==> src/pim_ctrl_pkg.sv <==
package pim_ctrl_pkg;

    // bus word, used for both address and data
    typedef logic [31:0] word_t;

    // command operand fields
    typedef logic [6:0]  row_addr_t;     // cmd addr [15:9]
    typedef logic [8:0]  col_addr_t;     // cmd addr [8:0]
    typedef logic [16:0] pulse_width_t;  // cmd data [21:5]
    typedef logic [4:0]  pulse_count_t;  // cmd data [4:0]
    typedef logic [3:0]  rx_cnt_t;       // cmd addr [19:16]

    typedef logic [3:0]  exec_cnt_t;

    // codes 4, 6 and 7 are not accepted
    typedef enum logic [2:0] {
        MODE_NONE     = 3'd0,
        MODE_ERASE    = 3'd1,
        MODE_PROGRAM  = 3'd2,
        MODE_READ     = 3'd3,
        MODE_PARALLEL = 3'd5
    } pim_mode_t;

    // register map
    localparam word_t       MODE_ADDR   = 32'h4100_0000;
    localparam word_t       STATUS_ADDR = 32'h4300_0000;
    localparam logic [11:0] CMD_PREFIX  = 12'h400;  // top 12 bits of a command address

    // sequencing lengths
    localparam exec_cnt_t   READ_CYCLES     = 4'd9;
    localparam exec_cnt_t   PARALLEL_CYCLES = 4'd12;
    localparam int unsigned OUTPUT_WAIT     = 2;     // idle cycles before output strobe

    // status word: bit 1 data valid, bit 0 idle
    localparam word_t       STATUS_IDLE = 32'h0000_0003;
    localparam word_t       STATUS_BUSY = 32'h0000_0002;

endpackage

==> src/pim_cmd_decode.sv <==
`timescale 1ns/1ps

module pim_cmd_decode (
    input  logic                       clk_i,
    input  logic                       rst_ni,

    input  logic                       bus_req_i,
    input  logic                       bus_we_i,
    input  pim_ctrl_pkg::word_t        bus_addr_i,
    input  pim_ctrl_pkg::word_t        bus_wdata_i,
    input  logic                       exec_ack_i,
    input  logic                       out_ack_i,

    output logic                       bus_ack_o,
    output logic                       status_rd_o,
    output logic                       busy_o,

    output logic                       exec_req_o,
    output pim_ctrl_pkg::pim_mode_t    mode_o,
    output pim_ctrl_pkg::row_addr_t    row_o,
    output pim_ctrl_pkg::col_addr_t    col_o,
    output pim_ctrl_pkg::pulse_width_t width_o,
    output pim_ctrl_pkg::pulse_count_t count_o,

    output pim_ctrl_pkg::word_t        input_data_o,
    output pim_ctrl_pkg::rx_cnt_t      data_rx_cnt_o,
    output logic                       in_buf_write_o,

    output logic                       out_req_o
);

    import pim_ctrl_pkg::*;

    typedef enum logic [2:0] {
        IDLE        = 3'b000,
        WAIT_MODE   = 3'b001,
        MODE_READY  = 3'b010,
        MODE_EXEC   = 3'b100,
        MODE_OUTPUT = 3'b101
    } state_t;

    state_t    state_q;
    logic      accept;      // req seen while ack still low
    logic      mode_wr;
    logic      cmd_wr;
    logic      mode_legal;
    pim_mode_t wr_mode;

    assign accept  = bus_req_i && !bus_ack_o;
    assign wr_mode = pim_mode_t'(bus_wdata_i[2:0]);

    always_comb begin
        case (wr_mode)
            MODE_ERASE, MODE_PROGRAM, MODE_READ, MODE_PARALLEL: mode_legal = 1'b1;
            default:                                            mode_legal = 1'b0;
        endcase
    end

    assign status_rd_o = accept && !bus_we_i && (bus_addr_i == STATUS_ADDR);
    assign mode_wr     = accept && bus_we_i && (bus_addr_i == MODE_ADDR)
                         && (state_q == WAIT_MODE) && mode_legal;
    assign cmd_wr      = accept && bus_we_i && (bus_addr_i[31:20] == CMD_PREFIX)
                         && (state_q == MODE_READY);

    assign busy_o = (state_q != IDLE) && (state_q != WAIT_MODE);

    // four-phase bus, every request gets an ack
    always_ff @(posedge clk_i or negedge rst_ni) begin
        if (!rst_ni) begin
            bus_ack_o <= 1'b0;
        end else if (accept) begin
            bus_ack_o <= 1'b1;
        end else if (!bus_req_i) begin
            bus_ack_o <= 1'b0;
        end
    end

    always_ff @(posedge clk_i or negedge rst_ni) begin
        if (!rst_ni) begin
            state_q        <= IDLE;
            mode_o         <= MODE_NONE;
            exec_req_o     <= 1'b0;
            out_req_o      <= 1'b0;
            in_buf_write_o <= 1'b0;
            input_data_o   <= '0;
            data_rx_cnt_o  <= '0;
        end else begin
            in_buf_write_o <= 1'b0;  // single-cycle write strobe
            input_data_o   <= '0;
            data_rx_cnt_o  <= '0;
            case (state_q)
                IDLE: begin
                    if (status_rd_o) begin
                        state_q <= WAIT_MODE;
                    end
                end
                WAIT_MODE: begin
                    if (mode_wr) begin
                        mode_o  <= wr_mode;
                        state_q <= MODE_READY;
                    end
                end
                MODE_READY: begin
                    if (cmd_wr) begin
                        exec_req_o <= 1'b1;  // rises together with bus ack
                        state_q    <= MODE_EXEC;
                        if (mode_o == MODE_PARALLEL) begin
                            in_buf_write_o <= 1'b1;
                            input_data_o   <= bus_wdata_i;
                            data_rx_cnt_o  <= bus_addr_i[19:16];
                        end
                    end
                end
                MODE_EXEC: begin
                    if (exec_req_o) begin
                        if (exec_ack_i) begin
                            exec_req_o <= 1'b0;
                        end
                    end else if (!exec_ack_i) begin  // handshake closed
                        if (mode_o == MODE_PARALLEL) begin
                            out_req_o <= 1'b1;
                            state_q   <= MODE_OUTPUT;
                        end else begin
                            state_q <= IDLE;
                        end
                    end
                end
                MODE_OUTPUT: begin
                    if (out_req_o) begin
                        if (out_ack_i) begin
                            out_req_o <= 1'b0;
                        end
                    end else if (!out_ack_i) begin
                        state_q <= IDLE;
                    end
                end
                default: begin
                    state_q <= IDLE;
                end
            endcase
        end
    end

    // operands stay put until the next command
    always_ff @(posedge clk_i) begin
        if (cmd_wr) begin
            row_o   <= bus_addr_i[15:9];
            col_o   <= bus_addr_i[8:0];
            width_o <= bus_wdata_i[21:5];
            count_o <= bus_wdata_i[4:0];
        end
    end

endmodule

==> src/pim_exec_seq.sv <==
`timescale 1ns/1ps

module pim_exec_seq (
    input  logic                       clk_i,
    input  logic                       rst_ni,

    input  logic                       exec_req_i,
    input  pim_ctrl_pkg::pim_mode_t    mode_i,
    input  pim_ctrl_pkg::row_addr_t    row_i,
    input  pim_ctrl_pkg::col_addr_t    col_i,
    input  pim_ctrl_pkg::pulse_width_t width_i,
    input  pim_ctrl_pkg::pulse_count_t count_i,

    output logic                       exec_ack_o,

    // flash row driver
    output logic                       pim_en_o,
    output pim_ctrl_pkg::pim_mode_t    pim_mode_o,
    output pim_ctrl_pkg::row_addr_t    row_addr_o,
    output pim_ctrl_pkg::col_addr_t    col_addr_o,
    output pim_ctrl_pkg::exec_cnt_t    exec_cnt_o,
    output logic                       in_buf_read_o
);

    import pim_ctrl_pkg::*;

    typedef enum logic [2:0] {
        E_IDLE  = 3'd0,
        E_PULSE = 3'd1,   // pim_en high, width counting down
        E_GAP   = 3'd2,   // one low cycle between pulses
        E_COUNT = 3'd3,   // fixed countdown for read and parallel
        E_ACK   = 3'd4
    } state_t;

    state_t       state_q;
    pulse_width_t width_q;
    pulse_width_t width_reload_q;
    pulse_count_t count_q;
    exec_cnt_t    cnt_q;

    always_ff @(posedge clk_i or negedge rst_ni) begin
        if (!rst_ni) begin
            state_q        <= E_IDLE;
            width_q        <= '0;
            width_reload_q <= '0;
            count_q        <= '0;
            cnt_q          <= '0;
        end else begin
            case (state_q)
                E_IDLE: begin
                    if (exec_req_i) begin
                        width_q        <= width_i;
                        width_reload_q <= width_i;
                        count_q        <= count_i;
                        case (mode_i)
                            MODE_ERASE, MODE_PROGRAM: begin
                                // zero width or count means nothing to drive
                                if ((width_i != '0) && (count_i != '0)) begin
                                    state_q <= E_PULSE;
                                end else begin
                                    state_q <= E_ACK;
                                end
                            end
                            MODE_READ: begin
                                cnt_q   <= READ_CYCLES;
                                state_q <= E_COUNT;
                            end
                            MODE_PARALLEL: begin
                                cnt_q   <= PARALLEL_CYCLES;
                                state_q <= E_COUNT;
                            end
                            default: begin
                                state_q <= E_ACK;
                            end
                        endcase
                    end
                end
                E_PULSE: begin
                    width_q <= width_q - 1'b1;
                    if (width_q == pulse_width_t'(1)) begin
                        state_q <= E_GAP;
                    end
                end
                E_GAP: begin
                    count_q <= count_q - 1'b1;
                    width_q <= width_reload_q;
                    if (count_q == pulse_count_t'(1)) begin
                        state_q <= E_ACK;  // last pulse done
                    end else begin
                        state_q <= E_PULSE;
                    end
                end
                E_COUNT: begin
                    cnt_q <= cnt_q - 1'b1;
                    if (cnt_q == exec_cnt_t'(1)) begin
                        state_q <= E_ACK;
                    end
                end
                E_ACK: begin
                    if (!exec_req_i) begin
                        state_q <= E_IDLE;
                    end
                end
                default: begin
                    state_q <= E_IDLE;
                end
            endcase
        end
    end

    assign exec_ack_o = (state_q == E_ACK);
    assign pim_en_o   = (state_q == E_PULSE) || (state_q == E_COUNT);

    // driver outputs only carry values while enabled
    always_comb begin
        pim_mode_o    = MODE_NONE;
        row_addr_o    = '0;
        col_addr_o    = '0;
        exec_cnt_o    = '0;
        in_buf_read_o = 1'b0;
        if (pim_en_o) begin
            pim_mode_o = mode_i;
            row_addr_o = row_i;
            if (mode_i != MODE_ERASE) begin
                col_addr_o = col_i;  // erase works on a whole row
            end
            if (state_q == E_COUNT) begin
                exec_cnt_o = cnt_q;
            end
            in_buf_read_o = (mode_i == MODE_PARALLEL);
        end
    end

endmodule

==> src/pim_result_seq.sv <==
`timescale 1ns/1ps

module pim_result_seq (
    input  logic                clk_i,
    input  logic                rst_ni,

    input  logic                out_req_i,
    input  logic                status_rd_i,
    input  logic                busy_i,

    output logic                out_ack_o,

    // output processing
    output logic                buf_read_en_o,
    output logic                shift_counter_en_o,

    output pim_ctrl_pkg::word_t bus_rdata_o
);

    import pim_ctrl_pkg::*;

    typedef enum logic [1:0] {
        R_IDLE   = 2'd0,
        R_WAIT   = 2'd1,
        R_STROBE = 2'd2,
        R_ACK    = 2'd3
    } state_t;

    state_t     state_q;
    logic [1:0] wait_q;   // remaining idle cycles
    logic       busy_q;

    always_ff @(posedge clk_i or negedge rst_ni) begin
        if (!rst_ni) begin
            state_q <= R_IDLE;
            wait_q  <= '0;
        end else begin
            case (state_q)
                R_IDLE: begin
                    if (out_req_i) begin
                        wait_q  <= 2'(OUTPUT_WAIT - 1);
                        state_q <= R_WAIT;
                    end
                end
                R_WAIT: begin
                    if (wait_q == '0) begin
                        state_q <= R_STROBE;
                    end else begin
                        wait_q <= wait_q - 1'b1;
                    end
                end
                R_STROBE: begin
                    state_q <= R_ACK;
                end
                R_ACK: begin
                    if (!out_req_i) begin
                        state_q <= R_IDLE;
                    end
                end
                default: begin
                    state_q <= R_IDLE;
                end
            endcase
        end
    end

    assign out_ack_o          = (state_q == R_ACK);
    assign buf_read_en_o      = (state_q == R_STROBE);
    assign shift_counter_en_o = (state_q == R_STROBE);  // same cycle as buffer read

    // status word, loaded as the read is acked
    always_ff @(posedge clk_i or negedge rst_ni) begin
        if (!rst_ni) begin
            bus_rdata_o <= '0;
            busy_q      <= 1'b0;
        end else begin
            busy_q <= busy_i;
            if (status_rd_i) begin
                bus_rdata_o <= busy_i ? STATUS_BUSY : STATUS_IDLE;
            end else if (busy_i && !busy_q) begin
                bus_rdata_o <= '0;  // a new command sequence has begun
            end
        end
    end

endmodule

==> src/pim_ctrl_top.sv <==
`timescale 1ns/1ps

module pim_ctrl_top (
    input  logic                    clk_i,
    input  logic                    rst_ni,

    // cpu register bus
    input  logic                    bus_req_i,
    input  logic                    bus_we_i,
    input  pim_ctrl_pkg::word_t     bus_addr_i,
    input  pim_ctrl_pkg::word_t     bus_wdata_i,
    output logic                    bus_ack_o,
    output pim_ctrl_pkg::word_t     bus_rdata_o,

    // flash row driver
    output logic                    pim_en_o,
    output pim_ctrl_pkg::pim_mode_t pim_mode_o,
    output pim_ctrl_pkg::exec_cnt_t exec_cnt_o,
    output pim_ctrl_pkg::row_addr_t row_addr_o,
    output pim_ctrl_pkg::col_addr_t col_addr_o,

    // input buffer
    output pim_ctrl_pkg::word_t     input_data_o,
    output pim_ctrl_pkg::rx_cnt_t   data_rx_cnt_o,
    output logic                    in_buf_write_o,
    output logic                    in_buf_read_o,

    // output processing
    output logic                    buf_read_en_o,
    output logic                    shift_counter_en_o
);

    import pim_ctrl_pkg::*;

    logic         exec_req;
    logic         exec_ack;
    logic         out_req;
    logic         out_ack;
    logic         status_rd;
    logic         busy;
    pim_mode_t    mode;
    row_addr_t    row;
    col_addr_t    col;
    pulse_width_t width;
    pulse_count_t count;

    pim_cmd_decode u_decode (
        .clk_i          (clk_i),
        .rst_ni         (rst_ni),
        .bus_req_i      (bus_req_i),
        .bus_we_i       (bus_we_i),
        .bus_addr_i     (bus_addr_i),
        .bus_wdata_i    (bus_wdata_i),
        .exec_ack_i     (exec_ack),
        .out_ack_i      (out_ack),
        .bus_ack_o      (bus_ack_o),
        .status_rd_o    (status_rd),
        .busy_o         (busy),
        .exec_req_o     (exec_req),
        .mode_o         (mode),
        .row_o          (row),
        .col_o          (col),
        .width_o        (width),
        .count_o        (count),
        .input_data_o   (input_data_o),
        .data_rx_cnt_o  (data_rx_cnt_o),
        .in_buf_write_o (in_buf_write_o),
        .out_req_o      (out_req)
    );

    pim_exec_seq u_exec (
        .clk_i         (clk_i),
        .rst_ni        (rst_ni),
        .exec_req_i    (exec_req),
        .mode_i        (mode),
        .row_i         (row),
        .col_i         (col),
        .width_i       (width),
        .count_i       (count),
        .exec_ack_o    (exec_ack),
        .pim_en_o      (pim_en_o),
        .pim_mode_o    (pim_mode_o),
        .row_addr_o    (row_addr_o),
        .col_addr_o    (col_addr_o),
        .exec_cnt_o    (exec_cnt_o),
        .in_buf_read_o (in_buf_read_o)
    );

    pim_result_seq u_result (
        .clk_i              (clk_i),
        .rst_ni             (rst_ni),
        .out_req_i          (out_req),
        .status_rd_i        (status_rd),
        .busy_i             (busy),
        .out_ack_o          (out_ack),
        .buf_read_en_o      (buf_read_en_o),
        .shift_counter_en_o (shift_counter_en_o),
        .bus_rdata_o        (bus_rdata_o)
    );

endmodule

==> config.mk <==
export PLATFORM = sky130hd
export DESIGN_NAME = pim_ctrl_top
export DESIGN_NICKNAME = d
export VERILOG_FILES = /design/src/pim_ctrl_pkg.sv /design/src/pim_cmd_decode.sv /design/src/pim_exec_seq.sv /design/src/pim_result_seq.sv /design/src/pim_ctrl_top.sv
export SDC_FILE = /design/constraint.sdc
export NUM_CORES = 1
export LEC_CHECK = 0
export ABC_CLOCK_PERIOD_IN_PS = 4400
export BUFFER_PORTS_ARGS = -buffer_cell sky130_fd_sc_hd__buf_2
export CORE_MARGIN = 1
export CORE_UTILIZATION = 33
export DETAILED_ROUTE_END_ITERATION = 16
export PLACE_DENSITY = 0.54
export SYNTH_ARGS = -nofsm -noshare
export SYNTH_HDL_FRONTEND = slang
export SYNTH_SLANG_ARGS = --single-unit
==> constraint.sdc <==
create_clock -name clk_i -period 4.4 [get_ports clk_i]
set_input_delay 0.88 -clock clk_i [delete_from_list [all_inputs] [get_ports clk_i]]
set_output_delay 0.88 -clock clk_i [all_outputs]
set_load 0.05 [all_outputs]
# Word level (Yosys, flattened, before mapping)
# Cells that the tools add are included.
[op_classes]
n_addsub = 4
eq_ne = 45
muxes = 62
n_reduce_logical = 44
[ops]
columns = ["operator", "n"]
rows = [
  ["2-to-1 mux 32 bit", 5],
  ["equality test 32 x 31 -> 1 bit, second input constant", 2],
  ["one-hot mux 17 bit (3 select lines)", 1],
  ["2-to-1 mux 3 bit", 15],
  ["one-hot mux 3 bit (5 select lines)", 2],
  ["2-to-1 mux 4 bit", 6],
  ["equality test 3 x 2 -> 1 bit, second input constant", 7],
  ["inequality test 2 bit, second input constant", 10],
  ["2-to-1 mux 9 bit", 2],
  ["equality test 17 x 1 -> 1 bit, second input constant", 1],
  ["2-to-1 mux 17 bit", 1],
  ["nonzero test 17 bit", 1],
  ["subtractor 17 x 1 -> 17 bit, second input constant", 1],
  ["2-to-1 mux 1 bit", 16],
  ["one-hot mux 4 bit (2 select lines)", 2],
  ["equality test 3 bit, second input constant", 5],
  ["inequality test 2 x 1 -> 1 bit, second input constant", 7],
  ["equality test 12 x 11 -> 1 bit, second input constant", 1],
  ["equality test 3 x 1 -> 1 bit, second input constant", 4],
  ["logical AND 1 bit", 12],
  ["nonzero test 2 bit", 6],
  ["one-hot mux 5 bit (2 select lines)", 1],
  ["AND reduction 2 bit", 5],
  ["AND reduction 3 bit", 3],
  ["26 further kinds", 39],
]
[word_totals]
reg_bits = 167
in_bits = 68
out_inout_bits = 97
word_cells = 176

# Depth between registers and ports, before layout
# Gate-level depths: netlist of run 1.
[depth]
word_depth = 8
ltp_mapped = 7
ltp_nobuf = 7

# Cells and area by module
# A second synthesis of run 1 with hierarchy kept.
[hier_totals]
hier_cells = 589
hier_area_um2 = 6625.1
[by_module_without_submodules]
columns = ["mod", "instances", "cells_each", "area_per_inst_um2", "seq_area_each_um2"]
rows = [
  ["pim_cmd_decode", 1, 182, 2996.6, 2292.2],
  ["pim_exec_seq", 1, 339, 2996.6, 1151.1],
  ["pim_result_seq", 1, 68, 631.9, 175.2],
]

# Worst setup path before layout of run 1
# Ideal clock, no wire load.
[synth_path]
path_kind = "input -> register"
startpoint = "input port bus_addr_i[21]"
endpoint = "register u_decode.col_o[0] (enable)"
setup_time_ps = 439
t_arrival_ps = 3446
required_time_ps = 3961
slack_ps = 516
stages = 4
n_path_buf = 0
path_cell_list = "nor4_1 nand3_1 or3_4 nor2b_1"
[synth_between]
elab_chain_len = 3
[synth_lines]
columns = ["item", "line_no", "text"]
rows = [
  ["start: declaration", "pim_ctrl_top.sv:10", "input pim_ctrl_pkg::word_t bus_addr_i,"],
  ["equality test 12 x 11 -> 1 bit", "pim_cmd_decode.sv:62", "assign cmd_wr = accept && bus_we_i && (bus_addr_i[31:20] == CMD_PREFIX)"],
  ["logical AND 1 bit", "pim_cmd_decode.sv:62", ""],
  ["logical AND 1 bit", "pim_cmd_decode.sv:63", "&& (state_q == MODE_READY);"],
  ["end signal: assignment", "pim_cmd_decode.sv:148", "col_o <= bus_addr_i[8:0];"],
  ["end: declaration", "pim_cmd_decode.sv:21", "output pim_ctrl_pkg::col_addr_t col_o,"],
]
# Every way passes these cells.
# A chain may end at the register's enable or synchronous reset.

# Worst setup path after layout of run 1
[layout_path]
startpoint = "register u_exec.state_q[0]"
endpoint = "output port col_addr_o[3]"
[layout_between]
elab_chain_len = 3
word_cells_on_any_way = 4
cone_classes = "2 x eq/ne; 1 x mux; 1 x reduce/logical"
[layout_lines]
columns = ["item", "line_no", "text"]
rows = [
  ["start: declaration", "pim_exec_seq.sv:35", "state_t state_q;"],
  ["start signal: assignment", "pim_exec_seq.sv:43", "state_q <= E_IDLE;"],
  ["start signal: assignment", "pim_exec_seq.sv:59", "state_q <= E_PULSE;"],
  ["start signal: assignment", "pim_exec_seq.sv:61", "state_q <= E_ACK;"],
  ["equality test 3 x 1 -> 1 bit / equality test 3 x 2 -> 1 bit (equally long branches)", "pim_exec_seq.sv:112", "assign pim_en_o = (state_q == E_PULSE) || (state_q == E_COUNT);"],
  ["logical OR 1 bit *", "pim_exec_seq.sv:112", ""],
  ["2-to-1 mux 9 bit *", "pim_exec_seq.sv:121", "if (pim_en_o) begin"],
  ["end: declaration", "pim_ctrl_top.sv:20", "output pim_ctrl_pkg::col_addr_t col_addr_o,"],
]
# Every way passes the cells marked *; elsewhere a longest branch is shown, timed or not.

==> results.md, run 1 <==
- Worst setup SP type: register
- Clk slew on worst S/H paths: 0.06 ns
- Buffer levels on the longest clock path: 2
- Critical setup path kind: register to primary output
- Clk_skew: 0.00912 ns
- Logic pwr share: 4.3%
- CP Capture Type: primary output
- Total Routing Usage GR: 16.2%
- Antenna violations before repair: 0
- Starting Density: 33.8%
- Tightest Pin Transition: 1.31 ns
- Distinct cells, synth: 66
- Area of the die: 0.0198 mm²
- DR WL/cell: 15.6 µm
- DR pass1 iterations: 6
- Post-CTS sizing: 0
- Clock power frac: 48.8%
- Pint: 2120 µW
- Worst Path Arrival: 2.13 ns
- Tcrit/Tclk final: 68.3%
- Critical-path cell list: nor2b_1, buf_4, o31a_1, and2_1, buf_2
- Share of post-route cells with drive strength above 1: 26.1%
- Post-Synthesis Cells: 592
- Outcome: finished, final reports clean
- Ys async rst share: 72.3%
- CTS Hold Bufs: 0
- Leading area contributor after synthesis: dfrtp_1
- Vias in the first global route: 4852
- # rows: 50
- Seq cells post-synth: 137
- Core Area: 0.0188 mm²
- ANT nets after route: 0
- Sw Ratio: 23.9%
- P per Cell Area: 363 mW/mm²
- Avg Vias per Cell: 4.99
- Area delta synth->final: 21.4%
- Post-CTS Setup Bufs: 0
- Top cells by area, synth: dfrtp_1, edfxtp_1, and2_1
- # setup viols final: 0
- RSZ-0062 raised after global routing: no
- Ys flop type: dfrtp_1
- H-tree Lvls: 4
- Pleak: 0.00368 µW
- CTS buffer count: 17
- Boundary Pins: 165
- Critical Path RT: 3.52 ns
- Worst-path fanout max: 16
- Worst skew pair latency: 0.42 ns
- Post-synth EDFFs: 38
- Synth top area share: 39.1%
- Setup TNS: 0 ns
- Hold crit path type: primary input to asynchronous set/reset pin
- Crit-path max cell delay: 0.53 ns
- Syn Std Cell Area: 0.00634 mm²
- Largest net degree at the start of global routing: 38
- Pins Over Slew Limit: 0
- Psw: 668 µW
- Remaining Overflow, GRT: 0
- CTS tree: built
- Sequential fraction of design power: 46.9%
- Via count: 4859
- Input/output buffers: 134
- Minimum clock period: 3.01 ns
- Die width: 141 µm
- Post-DP HPWL: 10.8 mm
- DP Area: 0.00713 mm²
- Slew headroom: 12.6%
- Placer congestion estimate: 0.817
- Nets: 806
- First-pass GRT wire length: 24.9 mm
- Drt drc: 0
- Slowest stage cell on the critical path: dfrtp_1
- Avg Inst Size Synth: 10.7 µm²
- Maxcap violations: 0
- Syn. warnings: 0
- Antenna cells: 0
- Maximum vdd drop: 216 µV
- Initial DRC count: 246
- Die extent in y: 141 µm
- Final hold violation count: 0
- Sink Count: 137
- Total Wirelength: 15.2 mm
- Root Driver: clkbuf_16
- Fin area: 0.00769 mm²
- Sequential element share of the synthesized area: 57.1%
- Highest clock rate: 0.333 GHz
[Yosys cell counts, types with 3 or more instances]
master	count
dfrtp_1	99
nand2_1	87
and2_1	58
edfxtp_1	38
nor2_1	36
buf_4	31
o21ai_0	31
a21oi_1	21
inv_1	19
clkbuf_1	17
nor3_1	16
ha_1	11
nor4_1	11
a222oi_1	8
nor3b_1	6
a221oi_1	5
a31oi_1	5
nor2b_1	5
nand2b_1	4
nand3_1	4
nand4_1	4
o22ai_1	4
a22oi_1	3
a32o_1	3
and3_1	3
buf_2	3
buf_6	3
mux2_2	3
or3b_2	3
[worst max-delay path, delay by kind of cell, from the launching register on]
family	cells	cell delay, ns
compound gates	1	0.34
buf+inv	2	0.47
flops	1	0.53
simple gates	2	0.36
[power by group through the flow]
stage	Clock (µW)	Sequential, µW	Combinational (µW)
floorplan	0	1340	81.7
global placement	0	1330	121
detailed placement	0	1330	123
CTS	1390	1310	123
global route	1440	1310	131
finish	1360	1310	121
[area by class of cell]
class	count	area (µm²)
clock buffer	17	425
clock inverter	15	140
fill	1834	11100
inverter	19	71.3
multi-input combinational	411	2420
sequential	137	3620
tap	234	293
timing repair buffer	141	726
[registers in the layout (all words and copies together) (netlist names)]
register,flops
u_decode.input_data_o,32
u_decode.width_o,17
u_exec.width_q,17
u_exec.width_reload_q,17
u_decode.col_o,9
u_decode.row_o,7
u_decode.count_o,5
u_exec.count_q,5
u_decode.data_rx_cnt_o,4
u_exec.cnt_q,4
u_decode.mode_o,3
u_decode.state_q,3
u_exec.state_q,3
u_result.bus_rdata_o,2
u_result.state_q,2
u_result.wait_q,2
u_decode.bus_ack_o,1
u_decode.exec_req_o,1
u_decode.in_buf_write_o,1
u_decode.out_req_o,1
u_result.busy_q,1
[worst paths after layout]
kind	start	to	slack (ns)	cells after the start
min in group clk_i	u_exec.width_reload_q[5]$_DFFE_PN0P_	u_exec.width_reload_q[5]$_DFFE_PN0P_	0.48	2
worst min register to register	u_exec.width_reload_q[5]$_DFFE_PN0P_	u_exec.width_reload_q[5]$_DFFE_PN0P_	0.48	2
max in group asynchronous	rst_ni	u_exec.width_q[14]$_DFFE_PN0P_	3.15	2
worst max register to register	u_decode.bus_ack_o$_DFFE_PN0P_	u_decode.width_o[14]$_DFFE_PN_	1.93	5
worst min-delay path	rst_ni	u_result.wait_q[1]$_DFFE_PN0P_	0.42	1
worst max-delay path	u_exec.state_q[0]$_DFFE_PN0P_	col_addr_o[3]	1.39	5
[layout by cell type (no fill, tap or decap), types with 4 or more instances in the layout]
master / instances
o22ai_1: 4
a222oi_1: 8
edfxtp_1: 38
inv_6: 4
nor2_1: 36
a221oi_1: 5
nor3b_1: 6
conb_1: 30
a31oi_1: 5
o21ai_0: 31
nand3_1: 4
buf_2: 133
and2_1: 58
ha_1: 11
nand2_1: 87
nor2b_1: 4
buf_4: 8
inv_1: 19
a21oi_1: 21
clkbuf_16: 17
nand4_1: 4
nand2b_1: 4
nor4_1: 11
dfrtp_1: 99
nor3_1: 16
[routing by layer]
metal / wire, µm / vias to the layer above / GRT usage, % / part of all wire [%]
li1: - / 2311 / - / -
met1: 7000 / 2339 / 21.9 / 46
met2: 6990 / 190 / 25.5 / 46
met3: 975 / 19 / 3.46 / 6.4
met4: 203 / 0 / 6.46 / 1.3
met5: 0 / - / 0 / 0
[kinds of logic (layout without fill, tap and decap cells)]
| logic type | count (synthesis) | in the layout | share of synthesized area, % |
|---|---|---|---|
| simple gates | 258 | 258 | 21.9 |
| flops | 137 | 137 | 57.1 |
| other cells | 1 | 30 | 0.0592 |
| xor+xnor | 2 | 2 | 0.276 |
| compound gates | 106 | 106 | 11.2 |
| mux | 4 | 4 | 0.691 |
| fa+ha+maj | 11 | 11 | 2.17 |
| buf+inv | 73 | 192 | 6.57 |
[stage by stage]
stage	utilization (%)	hold WS (ns)	instances	worst slack, ns	power (µW)
5_1_grt	41.0	0.452	974	1.19	2880
6_report	41.0	0.421	974	1.39	2790
3_3_place_gp	38.0	0.458	942	1.32	1450
3_5_place_dp	38.0	0.467	942	1.24	1460
2_1_floorplan	-	0.445	621	0.516	1420
4_1_cts	41.0	0.427	974	1.34	2820
No activity file was read; power rests on OpenSTA's default activity.
==> run 2, diff against run 1 <==
--- a/config.mk
+++ b/config.mk
@@ -5,7 +5,7 @@
 export SDC_FILE = /design/constraint.sdc
 export NUM_CORES = 1
 export LEC_CHECK = 0
-export ABC_CLOCK_PERIOD_IN_PS = 4400
+export ABC_CLOCK_PERIOD_IN_PS = 3000
 export BUFFER_PORTS_ARGS = -buffer_cell sky130_fd_sc_hd__buf_2
 export CORE_MARGIN = 1
 export CORE_UTILIZATION = 33
==> constraint.sdc (replaced) <==
create_clock -name clk_i -period 3 [get_ports clk_i]
set_input_delay 0.6 -clock clk_i [delete_from_list [all_inputs] [get_ports clk_i]]
set_output_delay 0.6 -clock clk_i [all_outputs]
set_load 0.05 [all_outputs]
==> results.md, run 2 (synthesis gave the netlist of run 1 again) <==
- Buffer levels on the longest clock path: 2
- CTS Hold Bufs: 0
- Worst skew pair latency: 0.42 ns
- Die extent in y: 141 µm
- Reg area: 0.00362 mm²
- Root Driver: clkbuf_16
- Core Area: 0.0188 mm²
- Biggest register: u_decode.input_data_o
- Critical Path RT: 2.40 ns
- # setup viols final: 0
- Sink Count: 137
- Setup TNS: 0 ns
- Starting Density: 33.8%
- Tcrit/Tclk final: 91.1%
- Final non-filler cell total: 979
- RSZ-0062 raised after global routing: no
- Pint: 3230 µW
- Total Wirelength: 15.1 mm
- CTS tree: built
- Hold crit path type: primary input to asynchronous set/reset pin
- Sequential fraction of design power: 46.3%
- CP Capture Type: primary output
- Fin area: 0.00775 mm²
- Highest clock rate: 0.366 GHz
- Avg Vias per Cell: 4.98
- Post-CTS Setup Bufs: 0
- Commonest non-fill, non-tap cell in the layout: buf_2
- Final hold violation count: 0
- Worst Path Arrival: 2.13 ns
- Reg2Reg Depth: 7
- Initial DRC count: 277
- GR Layer Usage met3: 3.84%
- Placer congestion estimate: 0.852
- Dpl cells: 947
- Met2 usage: 25.2%
- ANT nets after route: 0
- H-tree Lvls: 4
- Nets: 811
- # fillers: 1840
- Met1 Resource Use GR: 22.5%
- Outcome: finished, final reports clean
- Psw: 918 µW
- Pins Over Slew Limit: 0
- Tightest Pin Transition: 0.883 ns
- Total Routing Usage GR: 16.3%
- Drt drc: 0
- Area delta synth->final: 22.3%
- DR pass1 iterations: 7
- Logic pwr share: 4.3%
- Clk_skew: 0.0140 ns
- Via count: 4871
- Post-CTS sizing: 0
- Minimum clock period: 2.73 ns
- Maxcap violations: 0
- Area of the die: 0.0198 mm²
- Post-DP HPWL: 10.9 mm
- # rows: 50
- Pleak: 0.00370 µW
- Clock power frac: 49.4%
- Boundary Pins: 165
- Number of flip-flops under the largest register name: 32
- Slew headroom: 41.0%
- GR peak layer: met2
- Input/output buffers: 134
- CTS buffer count: 17
- Share of post-route cells with drive strength above 1: 26.2%
- First-pass GRT wire length: 25.3 mm
- Maximum vdd drop: 355 µV
- Antenna cells: 0
- Final WS setup: 0.266 ns
- P per Cell Area: 535 mW/mm²
- Die width: 141 µm
- Dpl ws: 0.572 ns
- Multi-input logic area: 0.00242 mm²
- Remaining Overflow, GRT: 0
- Critical setup path kind: register to primary output
- Hold_ws: 0.210 ns
- Worst setup SP type: register
- Clk slew on worst S/H paths: 0.06 ns
- Vias in the first global route: 4952
- Sw Ratio: 22.1%
- DR WL/cell: 15.4 µm
- Commonest cells after routing, fill and taps aside: buf_2, dfrtp_1, nand2_1
- Largest net degree at the start of global routing: 50
- DP Area: 0.00716 mm²
- Antenna violations before repair: 0
- Worst-path fanout max: 12
run 2: changes by cell type in the layout (fill, tap and decap cells not counted):
cell / before / now
bufinv_16: 1 / 2
inv_8: 2 / 0
clkbuf_8: 0 / 2
clkinvlp_4: 1 / 2
inv_6: 4 / 2
clkbuf_1: 0 / 3
clkinv_2: 3 / 1
buf_4: 8 / 13
clkinv_4: 3 / 2
run 2: per-layer routing:
metal	vias up	routed length [µm]
met1	2364	7170
met2	174	6870
met5	-	0
met3	16	875
met4	0	199
li1	2317	-
run 2: stage by stage:
stage | util (%) | total power (µW)
after floorplan | - | 2080
after global placement | 38.2 | 2130
after detailed placement | 38.2 | 2140
after CTS | 41.3 | 4200
after global routing | 41.3 | 4280
final | 41.3 | 4150
run 2: power by group through the flow:
stage / sequential (µW) / combinational (µW) / clock, µW
finish: 1920 / 177 / 2050
global route: 1920 / 192 / 2170
CTS: 1920 / 179 / 2100
detailed placement: 1960 / 179 / 0
global placement: 1960 / 177 / 0
floorplan: 1960 / 120 / 0
run 2: worst paths after layout:
kind / start / to / slack [ns]
min: rst_ni / u_exec.cnt_q[2]$_DFFE_PN0P_ / 0.21
min reg2reg: u_exec.width_reload_q[16]$_DFFE_PN0P_ / u_exec.width_reload_q[16]$_DFFE_PN0P_ / 0.47
max: u_exec.state_q[0]$_DFFE_PN0P_ / col_addr_o[2] / 0.27
max in group asynchronous: rst_ni / u_decode.input_data_o[2]$_DFF_PN0_ / 2.02
max reg2reg: u_exec.width_q[0]$_DFFE_PN0P_ / u_exec.width_q[14]$_DFFE_PN0P_ / 0.70
min in group clk_i: bus_req_i / u_decode.bus_ack_o$_DFFE_PN0P_ / 0.30
run 2: final cells by class:
class	instances	area share, %
clock buffer	22	5.99
multi-input combinational	411	31.2
sequential	137	46.7
clock inverter	10	1.53
timing repair buffer	146	9.85
tap	234	3.78
inverter	19	0.921
run 2: worst max-delay path, stage by stage, from the launching register on:
cell	delay (ns)
dfrtp_1	0.55
nor2b_1	0.31
o31a_1	0.38
and2_1	0.21
buf_2	0.27
==> run 3, diff against run 2 <==
--- a/config.mk
+++ b/config.mk
@@ -5,10 +5,10 @@
 export SDC_FILE = /design/constraint.sdc
 export NUM_CORES = 1
 export LEC_CHECK = 0
-export ABC_CLOCK_PERIOD_IN_PS = 3000
 export BUFFER_PORTS_ARGS = -buffer_cell sky130_fd_sc_hd__buf_2
 export CORE_MARGIN = 1
 export CORE_UTILIZATION = 33
+export CTS_BUF_LIST = sky130_fd_sc_hd__clkbuf_16
 export DETAILED_ROUTE_END_ITERATION = 16
 export PLACE_DENSITY = 0.54
 export SYNTH_ARGS = -nofsm -noshare
==> results.md, run 3 (synthesis gave the netlist of run 1 again) <==
- Pins Over Slew Limit: 0
- CTS Hold Bufs: 0
- Tcrit/Tclk final: 91.0%
- Worst skew pair latency: 0.42 ns
- CTS buffer count: 17
- Hold crit path type: primary input to asynchronous set/reset pin
- Drt drc: 0
- Input/output buffers: 134
- Worst setup SP type: register
- Critical setup path kind: register to primary output
- Die width: 141 µm
- Buf/Inv on CP: 1
- Nets: 811
- Number of flip-flops under the largest register name: 32
- Worst-path fanout max: 12
- Slew headroom: 42.4%
- Remaining Overflow, GRT: 0
- Commonest non-fill, non-tap cell in the layout: buf_2
- Critical-path cell list: nor2b_1, o31a_1, and2_1, buf_2
- Minimum clock period: 2.73 ns
- Setup TNS: 0 ns
- Biggest register: u_decode.input_data_o
- Tightest Pin Transition: 0.862 ns
- First-pass GRT wire length: 25.3 mm
- Via count: 4865
- Sink Count: 137
- H-tree Lvls: 4
- Boundary Pins: 165
- Area of the die: 0.0198 mm²
- Antenna violations before repair: 0
- Worst Path Arrival: 2.13 ns
- CTS tree: built
- P per Cell Area: 529 mW/mm²
- Highest clock rate: 0.366 GHz
- CP Capture Type: primary output
- Buffer levels on the longest clock path: 2
- Clk_skew: 0.0142 ns
- ANT nets after route: 0
- Largest net degree at the start of global routing: 50
- Antenna cells: 0
- DR WL/cell: 15.5 µm
- Root Driver: clkbuf_16
- Vias in the first global route: 4960
- Area delta synth->final: 21.9%
- Placer congestion estimate: 0.852
- Post-CTS sizing: 0
- Post-CTS Setup Bufs: 0
- Avg Vias per Cell: 4.97
- Pleak: 0.00370 µW
- Total Wirelength: 15.1 mm
- Hold_ws: 0.209 ns
- # rows: 50
- Die extent in y: 141 µm
- Maximum vdd drop: 353 µV
- Post-DP HPWL: 10.9 mm
- Total Routing Usage GR: 16.3%
- Largest delay share family, worst path: flip-flops
- Commonest cells after routing, fill and taps aside: buf_2, dfrtp_1, nand2_1
- Initial DRC count: 265
- Outcome: finished, final reports clean
- RSZ-0062 raised after global routing: no
- Maxcap violations: 0
- # setup viols final: 0
- DR pass1 iterations: 6
- Share of post-route cells with drive strength above 1: 25.9%
- Slowest stage cell on the critical path: dfrtp_1
- Crit-path max cell delay: 0.55 ns
- Core Area: 0.0188 mm²
- Starting Density: 33.8%
- Clk slew on worst S/H paths: 0.06 ns
- Final hold violation count: 0
- Critical Path RT: 2.40 ns
run 3: cell count changes in the layout (fill, tap and decap cells not counted), sizes merged:
cell and delta:
clkbuf -5, clkinv +2, inv +3
run 3: stage by stage:
step	setup slack [ns]	instance area [µm²]	total power [µW]	instances	util [%]
after floorplan	0.131	6450	2080	621	-
after global placement	0.640	7160	2130	947	38.2
after detailed placement	0.572	7160	2140	947	38.2
after CTS	0.220	7730	4140	979	41.2
after global routing	0.0474	7730	4220	979	41.2
final	0.270	7730	4090	979	41.2
run 3: path summary, 6_finish.rpt:
check,start,end,slack [ns],cells past startpoint
worst max-delay path,u_exec.state_q[0]$_DFFE_PN0P_,col_addr_o[2],0.27,4
worst min-delay path,rst_ni,u_exec.cnt_q[2]$_DFFE_PN0P_,0.21,1
worst max register to register,u_exec.width_q[0]$_DFFE_PN0P_,u_exec.width_q[14]$_DFFE_PN0P_,0.69,7
worst min register to register,u_exec.width_reload_q[16]$_DFFE_PN0P_,u_exec.width_reload_q[16]$_DFFE_PN0P_,0.47,2
max in group asynchronous,rst_ni,u_decode.input_data_o[2]$_DFF_PN0_,2.02,2
min in group clk_i,bus_req_i,u_decode.bus_ack_o$_DFFE_PN0P_,0.30,1
run 3: cell type report:
class / instances / area [µm²]
Multi-Input combinational cell: 411 / 2420
Fill cell: 1842 / 11000
Clock inverter: 15 / 138
Inverter: 19 / 71.3
Sequential cell: 137 / 3620
Timing Repair Buffer: 146 / 763
Clock buffer: 17 / 425
Tap cell: 234 / 293
run 3: power breakdown:
group	internal, µW	switching (µW)	leakage, µW
combinational	38.9	138	0.00170
sequential	1920	0.410	0.00172
clock	1210	779	0.000280
total	3170	918	0.00370
run 3: metal layers:
metal / global-route usage [%] / share of wire, % / wire length, µm
met5: 0 / 0 / 0
met4: 6.06 / 1.3 / 199
met3: 3.84 / 6.0 / 910
met2: 25.2 / 45 / 6870
met1: 22.4 / 47 / 7160
